==> config.mk <==
export PLATFORM = sky130hd
export DESIGN_NAME = prefetch_buffer_top
export DESIGN_NICKNAME = d
export VERILOG_FILES = /design/src/design/fetch_pkg.sv /design/src/design/fetch_bus_ctrl.sv /design/src/design/instr_assembler.sv /design/src/design/prefetch_buffer_top.sv
export VERILOG_INCLUDE_DIRS = /design/src /design/src/design
export SDC_FILE = /design/constraint.sdc
export NUM_CORES = 1
export LEC_CHECK = 0
export BUFFER_PORTS_ARGS = -buffer_cell sky130_fd_sc_hd__buf_2
export CORE_MARGIN = 2
export CORE_UTILIZATION = 58
export CTS_CLUSTER_SIZE = 24
export DETAILED_ROUTE_END_ITERATION = 12
export GPL_TIMING_DRIVEN = 0
export PLACE_DENSITY = 0.87
export SLEW_MARGIN = 20
export SYNTH_ARGS = -nofsm -noshare
export SYNTH_HDL_FRONTEND = slang
export SYNTH_SLANG_ARGS = --single-unit
==> constraint.sdc <==
create_clock -name clk -period 4.5 [get_ports clk]
set_clock_uncertainty 0.15 [all_clocks]
set_input_delay 0.45 -clock clk [delete_from_list [all_inputs] [get_ports clk]]
set_output_delay 0.45 -clock clk [all_outputs]
set_load 0.02 [all_outputs]
==> src/design/fetch_defines.svh <==
//////////////////////////////////////////////////////////////////////
// Width macros for the instruction prefetch path
// Opcode marker that tells a 32-bit instruction from a compressed one
//////////////////////////////////////////////////////////////////////

`ifndef FETCH_DEFINES_SVH
`define FETCH_DEFINES_SVH

// Byte address width seen by the core and the memory
`define FETCH_ADDR_W 32

// One memory word holds two halfwords
`define FETCH_WORD_W 32

// Compressed instructions are one halfword wide
`define FETCH_HALF_W 16

// Low two opcode bits of every 32-bit instruction
// Any other value marks a compressed instruction
`define FETCH_FULL_OPC 2'b11

`endif

==> src/design/fetch_pkg.sv <==
//////////////////////////////////////////////////////////////////////
// Types shared by the prefetch buffer blocks
// Fetch word union, bus request and response structs, bus FSM states
//////////////////////////////////////////////////////////////////////

`include "fetch_defines.svh"

package fetch_pkg;

  // One memory word, read whole for an aligned 32-bit instruction
  // or as two halfwords when alignment or compression splits it
  typedef union packed {
    logic [`FETCH_WORD_W-1:0] word;  // Whole instruction word
    struct packed {
      logic [`FETCH_HALF_W-1:0] hi;  // Halfword at byte offset 2
      logic [`FETCH_HALF_W-1:0] lo;  // Halfword at byte offset 0
    } half;
  } fetch_word_u;

  // Request from the assembler toward the bus controller
  typedef struct packed {
    logic                      req;    // A word is wanted
    logic [`FETCH_ADDR_W-3:0]  waddr;  // Word address, byte bits dropped
    logic                      flush;  // Branch seen, any owed response is stale
  } fetch_req_t;

  // Response forwarded from the bus controller
  typedef struct packed {
    logic        valid;  // Data is for the current request
    fetch_word_u data;   // Word as returned by the memory
  } fetch_rsp_t;

  // Memory bus FSM
  typedef enum logic [1:0] {
    IDLE,          // Nothing outstanding
    WAIT_GNT,      // Request driven, grant still missing
    WAIT_RVALID,   // Granted, data owed
    WAIT_ABORTED   // Granted before a branch, data will be dropped
  } bus_state_e;

endpackage

==> src/design/fetch_bus_ctrl.sv <==
//////////////////////////////////////////////////////////////////////
// Memory bus controller for the prefetch buffer
// Four state FSM with grant wait, response wait and stale abort
//////////////////////////////////////////////////////////////////////

`include "fetch_defines.svh"

module fetch_bus_ctrl (
  input  logic                       clk,
  input  logic                       rst_n,

  // Assembler side
  input  fetch_pkg::fetch_req_t      fetch_req_i,
  output fetch_pkg::fetch_rsp_t      fetch_rsp_o,

  // Instruction memory side
  output logic                       instr_req_o,
  output logic [`FETCH_ADDR_W-1:0]   instr_addr_o,
  input  logic                       instr_gnt_i,
  input  logic [`FETCH_WORD_W-1:0]   instr_rdata_i,
  input  logic                       instr_rvalid_i,

  // Status
  output logic                       bus_busy_o
);

  fetch_pkg::bus_state_e     state_q, state_d;  // Bus FSM
  logic [`FETCH_ADDR_W-3:0]  addr_q, addr_d;    // Word address of the access on the bus
  logic                      stale_q, stale_d;  // Branch came while the grant was pending
  logic                      rsp_valid;         // Forward the returned word this cycle

  ////////////////////////////////////////////////////////////////////
  // Next state and bus outputs
  ////////////////////////////////////////////////////////////////////

  always_comb begin
    state_d   = state_q;
    addr_d    = addr_q;
    stale_d   = stale_q;
    rsp_valid = 1'b0;

    // By default the bus shows the address the assembler asks for
    instr_req_o  = 1'b0;
    instr_addr_o = {fetch_req_i.waddr, 2'b00};

    unique case (state_q)
      fetch_pkg::IDLE: begin
        if (fetch_req_i.req) begin  // New access that may share the cycle with a flush
          instr_req_o = 1'b1;
          addr_d      = fetch_req_i.waddr;
          stale_d     = 1'b0;
          if (instr_gnt_i) begin
            state_d = fetch_pkg::WAIT_RVALID;  // Granted in the request cycle
          end else begin
            state_d = fetch_pkg::WAIT_GNT;
          end
        end
      end

      fetch_pkg::WAIT_GNT: begin
        // The request cannot be withdrawn, so keep the registered address
        instr_req_o  = 1'b1;
        instr_addr_o = {addr_q, 2'b00};
        if (instr_gnt_i) begin
          stale_d = 1'b0;
          if (stale_q || fetch_req_i.flush) begin
            state_d = fetch_pkg::WAIT_ABORTED;  // Its data is no longer wanted
          end else begin
            state_d = fetch_pkg::WAIT_RVALID;
          end
        end else if (fetch_req_i.flush) begin
          stale_d = 1'b1;  // Remember the branch until the grant comes
        end
      end

      fetch_pkg::WAIT_RVALID: begin
        if (instr_rvalid_i) begin
          // A branch in the same cycle turns the word stale
          rsp_valid = !fetch_req_i.flush;
          state_d   = fetch_pkg::IDLE;
        end else if (fetch_req_i.flush) begin
          state_d = fetch_pkg::WAIT_ABORTED;  // Wait out the owed word
        end
      end

      fetch_pkg::WAIT_ABORTED: begin
        // Swallow the stale word, then start the access the assembler holds
        if (instr_rvalid_i) begin
          if (fetch_req_i.req) begin
            instr_req_o = 1'b1;
            addr_d      = fetch_req_i.waddr;
            if (instr_gnt_i) begin
              state_d = fetch_pkg::WAIT_RVALID;
            end else begin
              state_d = fetch_pkg::WAIT_GNT;
            end
          end else begin
            state_d = fetch_pkg::IDLE;
          end
        end
      end

      default: begin
        state_d = fetch_pkg::IDLE;
      end
    endcase
  end

  ////////////////////////////////////////////////////////////////////
  // Response toward the assembler
  ////////////////////////////////////////////////////////////////////

  // Data goes straight through and only the valid flag is qualified
  always_comb begin
    fetch_rsp_o.valid     = rsp_valid;
    fetch_rsp_o.data.word = instr_rdata_i;
  end

  // Busy covers the request cycle too, before the FSM leaves IDLE
  assign bus_busy_o = (state_q != fetch_pkg::IDLE) || instr_req_o;

  ////////////////////////////////////////////////////////////////////
  // Registers
  ////////////////////////////////////////////////////////////////////

  always_ff @(posedge clk or negedge rst_n) begin
    if (!rst_n) begin
      state_q <= fetch_pkg::IDLE;
      stale_q <= 1'b0;
    end else begin
      state_q <= state_d;
      stale_q <= stale_d;
    end
  end

  // Address of the access that waits for its grant
  always_ff @(posedge clk) begin
    addr_q <= addr_d;
  end

endmodule

==> src/design/instr_assembler.sv <==
//////////////////////////////////////////////////////////////////////
// Instruction assembler of the prefetch buffer
// Program counter, halfword buffer and response holding register
// Layout decode and output to the decode stage
//////////////////////////////////////////////////////////////////////

`include "fetch_defines.svh"

module instr_assembler (
  input  logic                       clk,
  input  logic                       rst_n,

  // Decode side
  input  logic                       req_i,
  input  logic                       branch_i,
  input  logic [`FETCH_ADDR_W-1:0]   addr_i,
  input  logic                       ready_i,
  output logic                       valid_o,
  output logic [`FETCH_WORD_W-1:0]   rdata_o,
  output logic [`FETCH_ADDR_W-1:0]   addr_o,

  // Bus controller side
  output fetch_pkg::fetch_req_t      fetch_req_o,
  input  fetch_pkg::fetch_rsp_t      fetch_rsp_i
);

  // Five ways an instruction can sit in the buffers
  typedef enum logic [2:0] {
    LAY_FULL,      // Whole word from the holding register
    LAY_C_LOW,     // Compressed in the low half of the held word
    LAY_C_HIGH,    // Compressed in the high half, reached by a branch
    LAY_C_HELD,    // Compressed already in the halfword buffer
    LAY_STRADDLE   // Low part in the halfword buffer, high part in the next word
  } layout_e;

  logic [`FETCH_ADDR_W-1:0] pc_q, pc_d;                      // Address of the next instruction
  logic                     half_valid_q, half_valid_d;      // Halfword at pc is buffered
  logic                     hold_valid_q, hold_valid_d;      // Next needed word is held
  logic [`FETCH_HALF_W-1:0] half_q;                          // Halfword at pc when pc[1] is set
  fetch_pkg::fetch_word_u   hold_q;                          // Returned word waiting for use

  layout_e                  layout;
  fetch_pkg::fetch_word_u   strad_word;   // Source of the upper part of a straddler
  logic                     instr_is_c;   // Offered instruction is compressed
  logic [`FETCH_ADDR_W-1:0] pc_step;
  logic                     consume;
  logic                     need_word;
  logic                     half_load, hold_load;
  logic [`FETCH_HALF_W-1:0] half_src;

  ////////////////////////////////////////////////////////////////////
  // Layout decode and output assembly
  ////////////////////////////////////////////////////////////////////

  // The upper part can come live from the bus when nothing is held yet
  assign strad_word = hold_valid_q ? hold_q : fetch_rsp_i.data;

  always_comb begin
    if (half_valid_q) begin
      layout = (half_q[1:0] != `FETCH_FULL_OPC) ? LAY_C_HELD : LAY_STRADDLE;
    end else if (pc_q[1]) begin
      layout = LAY_C_HIGH;  // A full one here goes to the halfword buffer at capture
    end else if (hold_q.half.lo[1:0] != `FETCH_FULL_OPC) begin
      layout = LAY_C_LOW;
    end else begin
      layout = LAY_FULL;
    end
  end

  always_comb begin
    unique case (layout)
      LAY_FULL:     rdata_o = hold_q.word;
      LAY_C_LOW:    rdata_o = {{`FETCH_HALF_W{1'b0}}, hold_q.half.lo};
      LAY_C_HIGH:   rdata_o = {{`FETCH_HALF_W{1'b0}}, hold_q.half.hi};
      LAY_C_HELD:   rdata_o = {{`FETCH_HALF_W{1'b0}}, half_q};
      LAY_STRADDLE: rdata_o = {strad_word.half.lo, half_q};
      default:      rdata_o = hold_q.word;
    endcase
  end

  always_comb begin
    unique case (layout)
      LAY_C_HELD:   valid_o = 1'b1;                               // No bus access at all
      LAY_STRADDLE: valid_o = hold_valid_q || fetch_rsp_i.valid;  // Same cycle as the data
      default:      valid_o = hold_valid_q;
    endcase
  end

  assign addr_o     = pc_q;  // Always the first halfword of the instruction
  assign instr_is_c = (layout != LAY_FULL) && (layout != LAY_STRADDLE);
  assign pc_step    = instr_is_c ? `FETCH_ADDR_W'(2) : `FETCH_ADDR_W'(4);
  assign consume    = valid_o && ready_i && !branch_i;  // A branch wins over the handshake

  ////////////////////////////////////////////////////////////////////
  // Request toward the bus controller
  ////////////////////////////////////////////////////////////////////

  // No fetch while a word is held or the held halfword is a whole instruction
  assign need_word = !hold_valid_q && !(half_valid_q && layout == LAY_C_HELD);

  always_comb begin
    fetch_req_o.req   = req_i && need_word && !branch_i;
    fetch_req_o.waddr = pc_q[`FETCH_ADDR_W-1:2] + (`FETCH_ADDR_W-2)'(half_valid_q);
    fetch_req_o.flush = branch_i;
  end

  ////////////////////////////////////////////////////////////////////
  // Buffer and counter update
  ////////////////////////////////////////////////////////////////////

  always_comb begin
    pc_d         = pc_q;
    half_valid_d = half_valid_q;
    hold_valid_d = hold_valid_q;
    half_load    = 1'b0;
    hold_load    = 1'b0;
    half_src     = hold_q.half.hi;

    if (branch_i) begin
      pc_d         = addr_i;
      half_valid_d = 1'b0;
      hold_valid_d = 1'b0;
    end else begin
      if (fetch_rsp_i.valid) begin
        if (!half_valid_q && pc_q[1] &&
            fetch_rsp_i.data.half.hi[1:0] == `FETCH_FULL_OPC) begin
          // Branch target straddles so its low part is kept and the fetch goes on
          half_load    = 1'b1;
          half_src     = fetch_rsp_i.data.half.hi;
          half_valid_d = 1'b1;
        end else begin
          hold_load    = 1'b1;
          hold_valid_d = 1'b1;
        end
      end

      if (consume) begin
        pc_d = pc_q + pc_step;
        unique case (layout)
          LAY_C_LOW: begin  // Keep the upper half for the next instruction
            half_load    = 1'b1;
            half_valid_d = 1'b1;
            hold_valid_d = 1'b0;
          end
          LAY_C_HELD: half_valid_d = 1'b0;
          LAY_STRADDLE: begin  // Upper half of the second word is the next start
            half_load    = 1'b1;
            half_src     = strad_word.half.hi;
            hold_valid_d = 1'b0;
          end
          default: hold_valid_d = 1'b0;  // Full or high compressed uses the whole word
        endcase
      end
    end
  end

  always_ff @(posedge clk or negedge rst_n) begin
    if (!rst_n) begin
      pc_q         <= '0;
      half_valid_q <= 1'b0;
      hold_valid_q <= 1'b0;
    end else begin
      pc_q         <= pc_d;
      half_valid_q <= half_valid_d;
      hold_valid_q <= hold_valid_d;
    end
  end

  // Held word and halfword payloads
  always_ff @(posedge clk) begin
    if (hold_load) hold_q <= fetch_rsp_i.data;
    if (half_load) half_q <= half_src;
  end

endmodule

==> src/design/prefetch_buffer_top.sv <==
//////////////////////////////////////////////////////////////////////
// Prefetch buffer top level
// Bus controller and instruction assembler with the busy status
//////////////////////////////////////////////////////////////////////

`include "fetch_defines.svh"

module prefetch_buffer_top (
  input  logic                       clk,
  input  logic                       rst_n,

  // Decode stage
  input  logic                       req_i,
  input  logic                       branch_i,
  input  logic [`FETCH_ADDR_W-1:0]   addr_i,
  input  logic                       ready_i,
  output logic                       valid_o,
  output logic [`FETCH_WORD_W-1:0]   rdata_o,
  output logic [`FETCH_ADDR_W-1:0]   addr_o,

  // Instruction memory
  output logic                       instr_req_o,
  output logic [`FETCH_ADDR_W-1:0]   instr_addr_o,
  input  logic                       instr_gnt_i,
  input  logic [`FETCH_WORD_W-1:0]   instr_rdata_i,
  input  logic                       instr_rvalid_i,

  // Status
  output logic                       busy_o
);

  fetch_pkg::fetch_req_t fetch_req;  // Word wanted by the assembler
  fetch_pkg::fetch_rsp_t fetch_rsp;  // Word returned for it

  // Turns words into instructions for decode
  instr_assembler i_instr_assembler (
    .clk         (clk),
    .rst_n       (rst_n),
    .req_i       (req_i),
    .branch_i    (branch_i),
    .addr_i      (addr_i),
    .ready_i     (ready_i),
    .valid_o     (valid_o),
    .rdata_o     (rdata_o),
    .addr_o      (addr_o),
    .fetch_req_o (fetch_req),
    .fetch_rsp_i (fetch_rsp)
  );

  // Only master on the instruction bus
  fetch_bus_ctrl i_fetch_bus_ctrl (
    .clk            (clk),
    .rst_n          (rst_n),
    .fetch_req_i    (fetch_req),
    .fetch_rsp_o    (fetch_rsp),
    .instr_req_o    (instr_req_o),
    .instr_addr_o   (instr_addr_o),
    .instr_gnt_i    (instr_gnt_i),
    .instr_rdata_i  (instr_rdata_i),
    .instr_rvalid_i (instr_rvalid_i),
    .bus_busy_o     (busy_o)  // Busy is the bus activity alone
  );

endmodule

After elaboration in Yosys (flattened, before gate mapping)
Cells that the tools add are included.
Storage, ports and cells
  bits of input ports: 71
  logic and storage cells: 107
  bits in registers: 115
  output and inout port bits: 99
Cells by class
  $add $sub $neg: 2
  muxes and demuxes: 55
  reduce and logical (&&, ||, !) cells: 26
  eq/ne operators: 16
Operator list (count)
  $mux 32: 4
  $pmux 32 s4: 1
  $mux 16: 5
  $mux 30: 2
  $pmux 30 s2: 1
  $add 32x32->32: 1
  $add 30x1->30: 1
  $mux 1: 26
  $mux 2: 7
  $mux 3: 4
  $ne 2x2->1 const B: 5
  $logic_and 1x1->1: 9
  $ne 3x3->1 const B: 3
  $pmux 2 s4: 1
  $reduce_bool 2->1: 4
  $eq 2x2->1 const B: 3
  $eq 3x2->1 const B: 2
  $pmux 1 s2: 3
  $logic_not 1->1: 4
  $reduce_and 4->1: 1
  $eq 3x1->1 const B: 1
  $eq 3x3->1 const B: 1
  $logic_or 1x1->1: 3
  $pmux 1 s3: 1
  6 further kinds: 6

Logic depth before layout (Yosys ltp)
Gate-level depths: netlist of run 1.
  depth after elaboration: 14
  depth in mapped cells: 11

Cells and area by module
Synthesis of run 1 repeated with hierarchy kept, for this count alone.
Second synthesis, totals
  cells, all modules: 627
  area, all modules: 6830.3 um^2
Modules (own cells, without submodules)
  instr_assembler: times used 1, area an instance 4941.0 um^2, cells an instance 499
  fetch_bus_ctrl: times used 1, area an instance 1889.3 um^2, cells an instance 128

Worst setup path before layout of run 1
Ideal clock, no wire load.
  path kind: input to register
  from: input port branch_i
  to: register i_instr_assembler.half_q[0] (enable)
  setup time: 414 ps
  stages on the path: 5
  path buffers: 2
  slack: 1398 ps
  required time: 3936 ps
  arrival time: 2538 ps
  path through: nor4bb_1 -> buf_2 -> o311ai_2 -> buf_2 -> o31ai_1
Between the ends
  cells in the longest elaborated chain, start to end: 9
Ends and longest elaborated chain
  from (decl): RTL line prefetch_buffer_top.sv:14  | input logic branch_i,
  $logic_not 1->1: RTL line fetch_bus_ctrl.sv:79, instr_assembler.sv:92
  $mux 1: RTL line fetch_bus_ctrl.sv:77  | if (instr_rvalid_i) begin
  $mux 1: RTL line fetch_bus_ctrl.sv:46  | unique case (state_q)
  $logic_or 1x1->1: RTL line instr_assembler.sv:84  | LAY_STRADDLE: valid_o = hold_valid_q || fetch_rsp_i.valid;
  $pmux 1 s2: RTL line instr_assembler.sv:82  | unique case (layout)
  $logic_and 1x1->1 (2 in a row): RTL line instr_assembler.sv:92  | assign consume = valid_o && ready_i && !branch_i;
  $mux 1: RTL line instr_assembler.sv:137  | if (consume) begin
  $mux 1 (*): RTL line instr_assembler.sv:119  | if (branch_i) begin
  named net i_instr_assembler.half_load: RTL line instr_assembler.sv:48  | logic half_load, hold_load;
  to (signal assigned): RTL line instr_assembler.sv:172  | if (half_load) half_q <= half_src;
  to (decl): RTL line instr_assembler.sv:39  | logic [`FETCH_HALF_W-1:0] half_q;
Mark *: on every way through the listed nets, which the timed path passes. The rest lies on a longest branch.
A chain may end at the register's enable or synchronous reset.

Worst setup path in the final report of run 1
  from: register i_instr_assembler.half_valid_q
  to: register i_instr_assembler.pc_q[25] (netlist: i_instr_assembler.addr_o[25])
Between the ends
  cells in the longest elaborated chain, start to end: 7
Ends and longest elaborated chain
  from (decl): RTL line instr_assembler.sv:37  | logic half_valid_q, half_valid_d;
  from (signal assigned): RTL line instr_assembler.sv:164  | half_valid_q <= half_valid_d;
  $mux 3 (*): RTL line instr_assembler.sv:59  | if (half_valid_q) begin
  $ne 3x3->1 / $reduce_bool 3->1 (equally long branches): RTL line instr_assembler.sv:90  | assign instr_is_c = (layout != LAY_FULL) && (layout != LAY_STRADDLE);
  $logic_and 1x1->1: RTL line instr_assembler.sv:90
  $mux 3: RTL line instr_assembler.sv:91  | assign pc_step = instr_is_c ? `FETCH_ADDR_W'(2) : `FETCH_ADDR_W'(4);
  $add 32x32->32: RTL line instr_assembler.sv:138  | pc_d = pc_q + pc_step;
  $mux 32: RTL line instr_assembler.sv:137
  $mux 32: RTL line instr_assembler.sv:119
  to (signal assigned): RTL line instr_assembler.sv:163  | pc_q <= pc_d;
  to (decl): RTL line instr_assembler.sv:36  | logic [`FETCH_ADDR_W-1:0] pc_q, pc_d;
Mark *: on every way between the ends. The rest lies on a longest branch, timed or not. The select of a mux whose other input is x is not followed.

==> flow_summary.json, run 1 <==
{
  "ioPinCount": 170,
  "synth.ff_latch_count": 115,
  "routedWlPerCell_um": 20.24,
  "die-height_um": 109.4,
  "grt_pass1_wl_mm": 31.00,
  "drv_cap": 0,
  "ys.flop_type": "edfxtp_1",
  "start_util": 0.5943,
  "cts_root_buf": "clkbuf_8",
  "switching_power_mw": 1.227,
  "hold_viol_final": 0,
  "synth_top_area_share": 0.3636,
  "reg2regPathDepth": 11,
  "clk_pin_slew_ns": 0.06,
  "cpMostUsedCell": "clkbuf_1",
  "p_clk_frac": 0.336,
  "slowest_delay_ns": 0.79,
  "gp_congestion": 0.9695,
  "final_cell_mix": "buf_2, nand2_1, edfxtp_1, dlygate4sd3_1, mux2_2",
  "ys_seq_area_frac": 0.5073,
  "ant_nets": 0,
  "intPower_mw": 2.341,
  "r2r_end": "i_instr_assembler.addr_o[25]$_DFFE_PN0P_",
  "clkLatencyLatePin_ns": 0.53,
  "slew_viol_final": 0,
  "clockBufferDepth": 2,
  "fp.dieW_um": 109.4,
  "area_growth_syn_to_layout_pct": 33.05,
  "r2r_slack_ns": 0.62,
  "dp.final_hpwl_mm": 12.70,
  "seqPwrFrac": 0.372,
  "grt_antenna_before_repair": 1,
  "r2r_start": "i_instr_assembler.half_valid_q$_DFF_PN0_",
  "ys_types": 53,
  "peakVddDrop_uv": 318.6,
  "period_minus_slack_ns": 3.884,
  "port_buffers": 167,
  "netlist_area_sq_um": 6442,
  "path_cells": "clkbuf_1 > nor3_1 > nand2b_1 > inv_1 > ha_1 > fa_1 > nand2_1 > clkbuf_1 > nor4_1 > xnor2_1 > o21ai_1",
  "multi_input_area_sq_um": 3010,
  "fmax_ghz": 0.2575,
  "grt_pass1_vias": 6036,
  "final_common_cell": "buf_2",
  "min_period_over_period": 0.8630,
  "crit_path_start": "i_instr_assembler.half_valid_q$_DFF_PN0_",
  "crit_required_ns": 4.74,
  "pwr-share-comb": 0.292,
  "syn_inst": 592,
  "power_per_cell_area_nw_per_um2": 416.3,
  "cts_tree": "built",
  "rsz0062_at_grt": "no",
  "first_pass_iters": 6,
  "synth.area.top_cells": "edfxtp_1, dfrtp_1, mux2_2, mux2i_1, nand2_1",
  "stdcell_count": 984,
  "critical_path_class": "flip-flop to flip-flop",
  "worstPathMaxFanout": 10,
  "switching_share": 0.3439,
  "dp.cells": 903,
  "slew_headroom": 0.3941,
  "final-setup-viol-count": 0,
  "initialDrtViolationCount": 671,
  "startpoint_type": "flip-flop",
  "hp-class": "input port to flip-flop",
  "core_sq_um": 10840,
  "rows": 38,
  "clock-sinks": 115,
  "fill_cells": 627,
  "worst_slew_pin_slew_ns": 0.9020,
  "grt_start_max_net_pins": 38,
  "tns_ns": 0,
  "worstHoldEndpoint": "i_instr_assembler.addr_o[0]$_DFFE_PN0P_",
  "regArea_sq_um": 3268,
  "grt_use_total": 0.3434,
  "synth_area_leader_cell": "edfxtp_1",
  "fin_nets": 907,
  "drc": 0,
  "diodes": 0,
  "numCtsBuffers": 17,
  "via_per_inst": 6.141,
  "cp.arrival_ns": 4.13,
  "cts_resized": 0,
  "drive_gt1_frac": 0.3329,
  "crit_path_end_kind": "flip-flop",
  "slowest_stage": "nor3_1",
  "async_reset_ff_frac": 0.3217,
  "run_status": "completed",
  "vias": 6043,
  "path_buf_inv": 3,
  "die_area_sq_um": 11970,
  "ys_warn_count": 0,
  "syn_avg_cell_area_sq_um": 10.88,
  "synth_edf_count": 78,
  "path_delay_family": "simple AND/OR/NAND/NOR gates",
  "worstHoldStart": "addr_i[0]",
  "grt-ovfl-total": 0,
  "htreeDepth": 4,
  "leakage_nw": 3.412,
  "wirelength_mm": 19.92,
  "min_path_cells": 2
}
logic make-up (layout without fill, tap and decap cells):
logic type,count (synthesis),after routing,synth area share
AO/OA/AOI/OAI,90,90,0.08176
XOR/XNOR,53,53,0.07205
adder cells (fa/ha/maj),5,5,0.01088
buffers and inverters,45,296,0.03049
flip-flops,115,115,0.5073
multiplexers,83,83,0.1379
other,1,2,0.0005821
AND/OR/NAND/NOR,200,200,0.1591
registers in the layout (all words and copies together), names as in the netlist:
register and cells:
i_instr_assembler.hold_q 32, i_fetch_bus_ctrl.state_q 2, i_instr_assembler.half_valid_q 1, i_instr_assembler.addr_o 32
i_instr_assembler.hold_valid_q 1, i_instr_assembler.half_q 16, i_fetch_bus_ctrl.stale_q 1, i_fetch_bus_ctrl.addr_q 30
worst max-delay path by stage:
stage | endpoint | cells past startpoint | slack [ns]
4_1_cts | instr_addr_o[20] | 8 | 0.76
5_1_grt | i_instr_assembler.addr_o[7]$_DFFE_PN0P_ | 11 | 0.47
2_1_floorplan | i_instr_assembler.half_q[0]$_DFFE_PP_ | 5 | 1.40
6_report | i_instr_assembler.addr_o[25]$_DFFE_PN0P_ | 11 | 0.62
3_3_place_gp | i_instr_assembler.half_q[9]$_DFFE_PP_ | 6 | 0.37
3_5_place_dp | i_instr_assembler.addr_o[21]$_DFFE_PN0P_ | 11 | 0.87
cell type report:
type / instances / share of cell area
inverter: 4 / 0.001752
multi-input combinational: 433 / 0.3512
clock inverter: 15 / 0.01299
clock buffer: 17 / 0.04831
tap: 140 / 0.02043
buffer: 41 / 0.02116
sequential: 115 / 0.3813
timing repair buffer: 219 / 0.1629
synthesized netlist by cell type (all sizes together) (3+ instances only):
cell type,count
a21oi,9
and2,3
and3,5
and4,3
buf,18
clkbuf,23
dfrtp,37
edfxtp,78
ha,4
inv,4
mux2,46
mux2i,37
nand2,86
nand2b,4
nand3,18
nand4,17
nor2,17
nor2b,3
nor3,21
nor4,9
o21ai,61
o31a,4
or2,4
or3,4
xnor2,22
xor2,31
through the flow:
| stage | setup slack (ns) | cell area (sq um) | utilization | hold WS, ns | power (mW) |
|---|---|---|---|---|---|
| 2_1_floorplan | 1.398 | 6446 | - | 0.004409 | 1.987 |
| 3_3_place_gp | 0.3688 | 7457 | 0.6879 | 0.3368 | 2.274 |
| 3_5_place_dp | 0.8686 | 7556 | 0.6970 | 0.3509 | 2.325 |
| 4_1_cts | 0.7629 | 8572 | 0.7907 | 0.00002848 | 3.535 |
| 5_1_grt | 0.4661 | 8572 | 0.7907 | 0.003047 | 3.694 |
| 6_report | 0.6163 | 8572 | 0.7907 | 0.01147 | 3.568 |
repair_timing:
item | in CTS | in global routing
endpoints found under the hold margin | 85 | 0
hold buffers | 49 | 0
setup buffers | 0 | 0
worst register-to-register path, stage by stage, from the launching register on:
cell and delay [ns]:
dfrtp_1 0.46, clkbuf_1 0.26, nor3_1 0.79, nand2b_1 0.28
inv_1 0.07, ha_1 0.21, fa_1 0.45, nand2_1 0.17
clkbuf_1 0.44, nor4_1 0.17, xnor2_1 0.21, o21ai_1 0.08
power groups by stage:
| stage | clock, mW | combinational (mW) | sequential (mW) |
|---|---|---|---|
| finish | 1.20 | 1.04 | 1.33 |
| CTS | 1.19 | 1.02 | 1.32 |
| global placement | 0 | 0.934 | 1.34 |
| detailed placement | 0 | 0.982 | 1.34 |
| floorplan | 0 | 0.628 | 1.36 |
| global route | 1.25 | 1.11 | 1.34 |
layer usage:
metal / share of wire / global-route usage / wire, um / up-vias
met1: 0.36 / 0.4110 / 7152 / 2839
met3: 0.10 / 0.08121 / 2004 / 88
li1: - / - / - / 2650
met2: 0.50 / 0.5794 / 9891 / 466
met4: 0.044 / 0.1736 / 869 / 0
met5: 0 / 0 / 0 / -
Power figures use the tool's default switching activity.
==> run 2, diff against run 1 <==
RECOVER_POWER = 25   (was not set)
SLEW_MARGIN = 25   (was 20)
==> flow_summary.json, run 2 (synthesized netlist as in run 1, its figures left out) <==
{
  "min_period_over_period": 0.8668,
  "rsz0062_at_grt": "no",
  "final_cell_mix": "buf_2, nand2_1, edfxtp_1, clkbuf_1, dlygate4sd3_1",
  "clock-sinks": 115,
  "grt_use_total": 0.3434,
  "worst_slew_pin_slew_ns": 2.109,
  "die_area_sq_um": 11970,
  "numCtsBuffers": 17,
  "grt_pass1_wl_mm": 31.00,
  "final_common_cell": "buf_2",
  "r2r_end": "i_instr_assembler.addr_o[25]$_DFFE_PN0P_",
  "fin_nets": 907,
  "slew_headroom": -0.4058,
  "via_per_inst": 6.151,
  "start_util": 0.5943,
  "design_area_sq_um": 8529,
  "port_buffers": 167,
  "fmax_ghz": 0.2564,
  "diodes": 0,
  "r2r_start": "i_instr_assembler.half_valid_q$_DFF_PN0_",
  "worstPathMaxFanout": 10,
  "clockBufferDepth": 2,
  "vias": 6053,
  "cts_resized": 0,
  "dp.final_hpwl_mm": 12.70,
  "rows": 38,
  "drc": 0,
  "hold_viol_final": 0,
  "pwr-share-comb": 0.290,
  "cts_tree": "built",
  "switching_power_mw": 1.229,
  "final-setup-viol-count": 0,
  "final_util": 0.7868,
  "p_clk_frac": 0.337,
  "cts_root_buf": "clkbuf_8",
  "wirelength_mm": 19.88,
  "leakage_nw": 3.316,
  "grt-ovfl-total": 0,
  "gp_congestion": 0.9695,
  "worstHoldEndpoint": "i_instr_assembler.addr_o[8]$_DFFE_PN0P_",
  "intPower_mw": 2.336,
  "first_pass_iters": 8,
  "crit_required_ns": 4.75,
  "hp-class": "input port to flip-flop",
  "worstHoldStart": "addr_i[8]",
  "fp.dieW_um": 109.4,
  "ant_nets": 0,
  "die-height_um": 109.4,
  "r2r_slack_ns": 0.60,
  "seqPwrFrac": 0.373,
  "ioPinCount": 170,
  "switching_share": 0.3447,
  "core_sq_um": 10840,
  "area_growth_syn_to_layout_pct": 32.39,
  "slew_viol_final": 38,
  "period_minus_slack_ns": 3.901,
  "drive_gt1_frac": 0.2927,
  "violations": "max-capacitance violations, max-slew violations",
  "reg2regPathDepth": 11,
  "initialDrtViolationCount": 631,
  "clkLatencyLatePin_ns": 0.53,
  "tns_ns": 0,
  "clk_pin_slew_ns": 0.06,
  "run_status": "finished, violations left",
  "grt_start_max_net_pins": 38,
  "peakVddDrop_uv": 313.9,
  "dpl_cell_area_sq_um": 7556,
  "drv_cap": 1,
  "startpoint_type": "flip-flop",
  "power.total_mw": 3.564,
  "min_path_cells": 3,
  "grt_pass1_vias": 6036,
  "grt_antenna_before_repair": 1,
  "critical_path_class": "flip-flop to flip-flop",
  "routedWlPerCell_um": 20.20,
  "cp.arrival_ns": 4.15,
  "htreeDepth": 4,
  "power_per_cell_area_nw_per_um2": 417.9,
  "crit_path_end_kind": "flip-flop"
}
[run 2: cell types whose count changed in the layout (fill, tap and decap cells not counted)]
cell,change
buf_2,-35
clkbuf_1,+34
clkbuf_2,+1
[run 2: layer usage]
layer / wire [um] / track usage
met1: 7253 / 0.4110
met2: 9834 / 0.5794
met3: 1899 / 0.08121
met4: 887 / 0.1736
met5: 0 / 0
[run 2: critical path, cell delays in order (launching register included)]
cell and delay [ns]:
dfrtp_1 0.46, clkbuf_1 0.26, nor3_1 0.79, nand2b_1 0.28, inv_1 0.07, ha_1 0.21, fa_1 0.45, nand2_1 0.17
clkbuf_1 0.45, nor4_1 0.17, xnor2_1 0.22, o21ai_1 0.08
[run 2: stage by stage]
step	cells	worst slack (ns)	hold WS [ns]
after global placement	900	0.3688	0.3368
after floorplan	593	1.398	0.004409
after detailed placement	903	0.8686	0.3509
final	984	0.5994	0.006566
after global routing	984	0.4661	0.003047
after CTS	984	0.7629	0.00002848
[run 2: timing repair]
item / 4_1_cts / 5_1_grt
buffers inserted: 0 / 0
setup endpoints to repair: 0 / 0
hold buffers: 49 / 0
hold endpoints to repair: 85 / 0
[run 2: worst max-delay path by stage]
stage,to,from,slack (ns),cells after the start
2_1_floorplan,i_instr_assembler.half_q[0]$_DFFE_PP_,branch_i,1.40,5
3_3_place_gp,i_instr_assembler.half_q[9]$_DFFE_PP_,instr_rvalid_i,0.37,6
3_5_place_dp,i_instr_assembler.addr_o[21]$_DFFE_PN0P_,i_instr_assembler.half_valid_q$_DFF_PN0_,0.87,11
4_1_cts,instr_addr_o[20],i_instr_assembler.half_valid_q$_DFF_PN0_,0.76,8
5_1_grt,i_instr_assembler.addr_o[7]$_DFFE_PN0P_,i_instr_assembler.half_valid_q$_DFF_PN0_,0.47,11
6_report,i_instr_assembler.addr_o[25]$_DFFE_PN0P_,i_instr_assembler.half_valid_q$_DFF_PN0_,0.60,11
[run 2: power groups by stage]
stage | Clock [mW] | Sequential, mW | Combinational (mW)
2_1_floorplan | 0 | 1.36 | 0.628
3_3_place_gp | 0 | 1.34 | 0.934
3_5_place_dp | 0 | 1.34 | 0.982
4_1_cts | 1.19 | 1.32 | 1.02
5_1_grt | 1.25 | 1.34 | 1.11
6_report | 1.20 | 1.33 | 1.03
[run 2: layout make-up]
cell class / count / area (sq um)
Sequential cell: 115 / 3268
Inverter: 4 / 15.01
Buffer: 41 / 181.4
Clock buffer: 17 / 414.1
Fill cell: 655 / 2311
Timing Repair Buffer: 219 / 1354
Clock inverter: 15 / 111.4
Tap cell: 140 / 175.2
Multi-Input combinational cell: 433 / 3010
==> run 3, diff against run 2 <==
--- a/constraint.sdc
+++ b/constraint.sdc
@@ -4,2 +4,2 @@
 set_output_delay 0.45 -clock clk [all_outputs]
-set_load 0.02 [all_outputs]
+set_load 0.05 [all_outputs]
==> flow_summary.json, run 3 (synthesized netlist as in run 1, its figures left out) <==
{
  "clock-sinks": 115,
  "crit_path_start": "i_instr_assembler.half_valid_q$_DFF_PN0_",
  "slowest_stage": "nor3_1",
  "slew_headroom": -0.3993,
  "top_usage_layer": "met2",
  "drc": 0,
  "ant_nets": 0,
  "run_status": "finished, violations left",
  "grt_pass1_wl_mm": 31.00,
  "period_minus_slack_ns": 3.953,
  "fp.dieW_um": 109.4,
  "clkLatencyLatePin_ns": 0.54,
  "leakage_nw": 3.319,
  "via_per_inst": 6.149,
  "vias": 6051,
  "cts_tree": "built",
  "cpMostUsedCell": "clkbuf_1",
  "drive_gt1_frac": 0.2938,
  "cp.arrival_ns": 4.20,
  "ioPinCount": 170,
  "startpoint_type": "flip-flop",
  "clockBufferDepth": 2,
  "path_cells": "clkbuf_1 > nor3_1 > nand2b_1 > inv_1 > ha_1 > fa_1 > nand2_1 > clkbuf_1 > nor4_1 > xnor2_1 > o21ai_1",
  "first_pass_iters": 6,
  "numCtsBuffers": 17,
  "rows": 38,
  "gp_congestion": 0.9695,
  "r2r_start": "i_instr_assembler.half_valid_q$_DFF_PN0_",
  "rsz0062_at_grt": "no",
  "path_delay_family": "simple AND/OR/NAND/NOR gates",
  "port_buffers": 167,
  "dp.final_hpwl_mm": 12.70,
  "grt_use_total": 0.3434,
  "wirelength_mm": 19.86,
  "core_sq_um": 10840,
  "diodes": 0,
  "hp-class": "input port to flip-flop",
  "worst_slew_pin_slew_ns": 2.099,
  "initialDrtViolationCount": 631,
  "min_period_over_period": 0.8784,
  "clk_pin_slew_ns": 0.06,
  "crit_required_ns": 4.75,
  "fmax_ghz": 0.2530,
  "start_util": 0.5943,
  "htreeDepth": 4,
  "fin_nets": 907,
  "grt-ovfl-total": 0,
  "final-setup-viol-count": 0,
  "area_growth_syn_to_layout_pct": 32.41,
  "critical_path_class": "flip-flop to flip-flop",
  "grt_start_max_net_pins": 38,
  "grt_pass1_vias": 6036,
  "peakVddDrop_uv": 353.0,
  "die-height_um": 109.4,
  "slew_viol_final": 38,
  "power.total_mw": 3.938,
  "worstPathMaxFanout": 10,
  "routedWlPerCell_um": 20.19,
  "final_common_cell": "buf_2",
  "final_cell_mix": "buf_2, nand2_1, edfxtp_1, clkbuf_1, dlygate4sd3_1",
  "cts_setup_buffers": 0,
  "crit_path_end_kind": "flip-flop",
  "use_met1": 0.4110,
  "slowest_delay_ns": 0.84,
  "worstHoldStart": "addr_i[0]",
  "use_met3": 0.08121,
  "grt_antenna_before_repair": 1,
  "cts_root_buf": "clkbuf_8",
  "drv_cap": 1,
  "die_area_sq_um": 11970,
  "power_per_cell_area_nw_per_um2": 461.6,
  "final_util": 0.7869,
  "tns_ns": 0,
  "grt_use_met2": 0.5794,
  "violations": "max-capacitance violations, max-slew violations",
  "hold_viol_final": 0,
  "path_buf_inv": 3
}
==> run 3: stage by stage <==
| step | hold slack, ns | std cells | worst slack (ns) | area, sq um |
|---|---|---|---|---|
| final | 0.003711 | 984 | 0.5471 | 8531 |
| after global routing | 0.003047 | 984 | 0.4661 | 8531 |
| after CTS | 0.00002848 | 984 | 0.7099 | 8572 |
| after detailed placement | 0.3509 | 903 | 0.8686 | 7556 |
| after global placement | 0.3368 | 900 | 0.3688 | 7457 |
| after floorplan | 0.004409 | 593 | 1.228 | 6446 |
==> run 3: cell type report <==
class | instances | area, sq um
plain buffers | 41 | 181.4
clock buffers | 17 | 414.1
clock inverters | 15 | 111.4
fillers | 655 | 2310
inverters | 4 | 15.01
multi-input cells | 433 | 3010
flip-flops and latches | 115 | 3268
well taps | 140 | 175.2
repair buffers | 219 | 1355
==> run 3: worst register-to-register path, stage by stage, from the launching register on <==
cell	delay, ns
dfrtp_1	0.47
clkbuf_1	0.26
nor3_1	0.84
nand2b_1	0.29
inv_1	0.07
ha_1	0.21
fa_1	0.45
nand2_1	0.17
clkbuf_1	0.45
nor4_1	0.17
xnor2_1	0.22
o21ai_1	0.08
==> run 3: repair_timing <==
action                                 in CTS  in global routing
endpoints found under the hold margin      85                  0
resized for setup                           0                  0
hold buffers                               49                  0
==> run 3: path summary, 6_finish.rpt <==
path                                                             to  slack, ns  cells past startpoint
min                         i_instr_assembler.addr_o[0]$_DFFE_PN0P_      0.004                      2
max reg2reg                i_instr_assembler.addr_o[25]$_DFFE_PN0P_       0.55                     11
max                        i_instr_assembler.addr_o[25]$_DFFE_PN0P_       0.55                     11
min reg2reg                 i_instr_assembler.addr_o[0]$_DFFE_PN0P_       0.37                      1
min in group asynchronous  i_instr_assembler.addr_o[17]$_DFFE_PN0P_       0.95                      2
max in group asynchronous  i_instr_assembler.addr_o[27]$_DFFE_PN0P_       2.04                      2
==> run 3: where the power goes <==
group	switching (mW)	internal, mW	total, mW
Combinational	0.994	0.414	1.41
Sequential	0.0831	1.25	1.33
Clock	0.524	0.677	1.20
Total	1.60	2.34	3.94
==> run 3: per-layer routing <==
| layer | vias up | part of all wire |
|---|---|---|
| li1 | 2653 | - |
| met1 | 2828 | 0.36 |
| met2 | 479 | 0.50 |
| met3 | 91 | 0.10 |
| met4 | 0 | 0.044 |
| met5 | - | 0 |
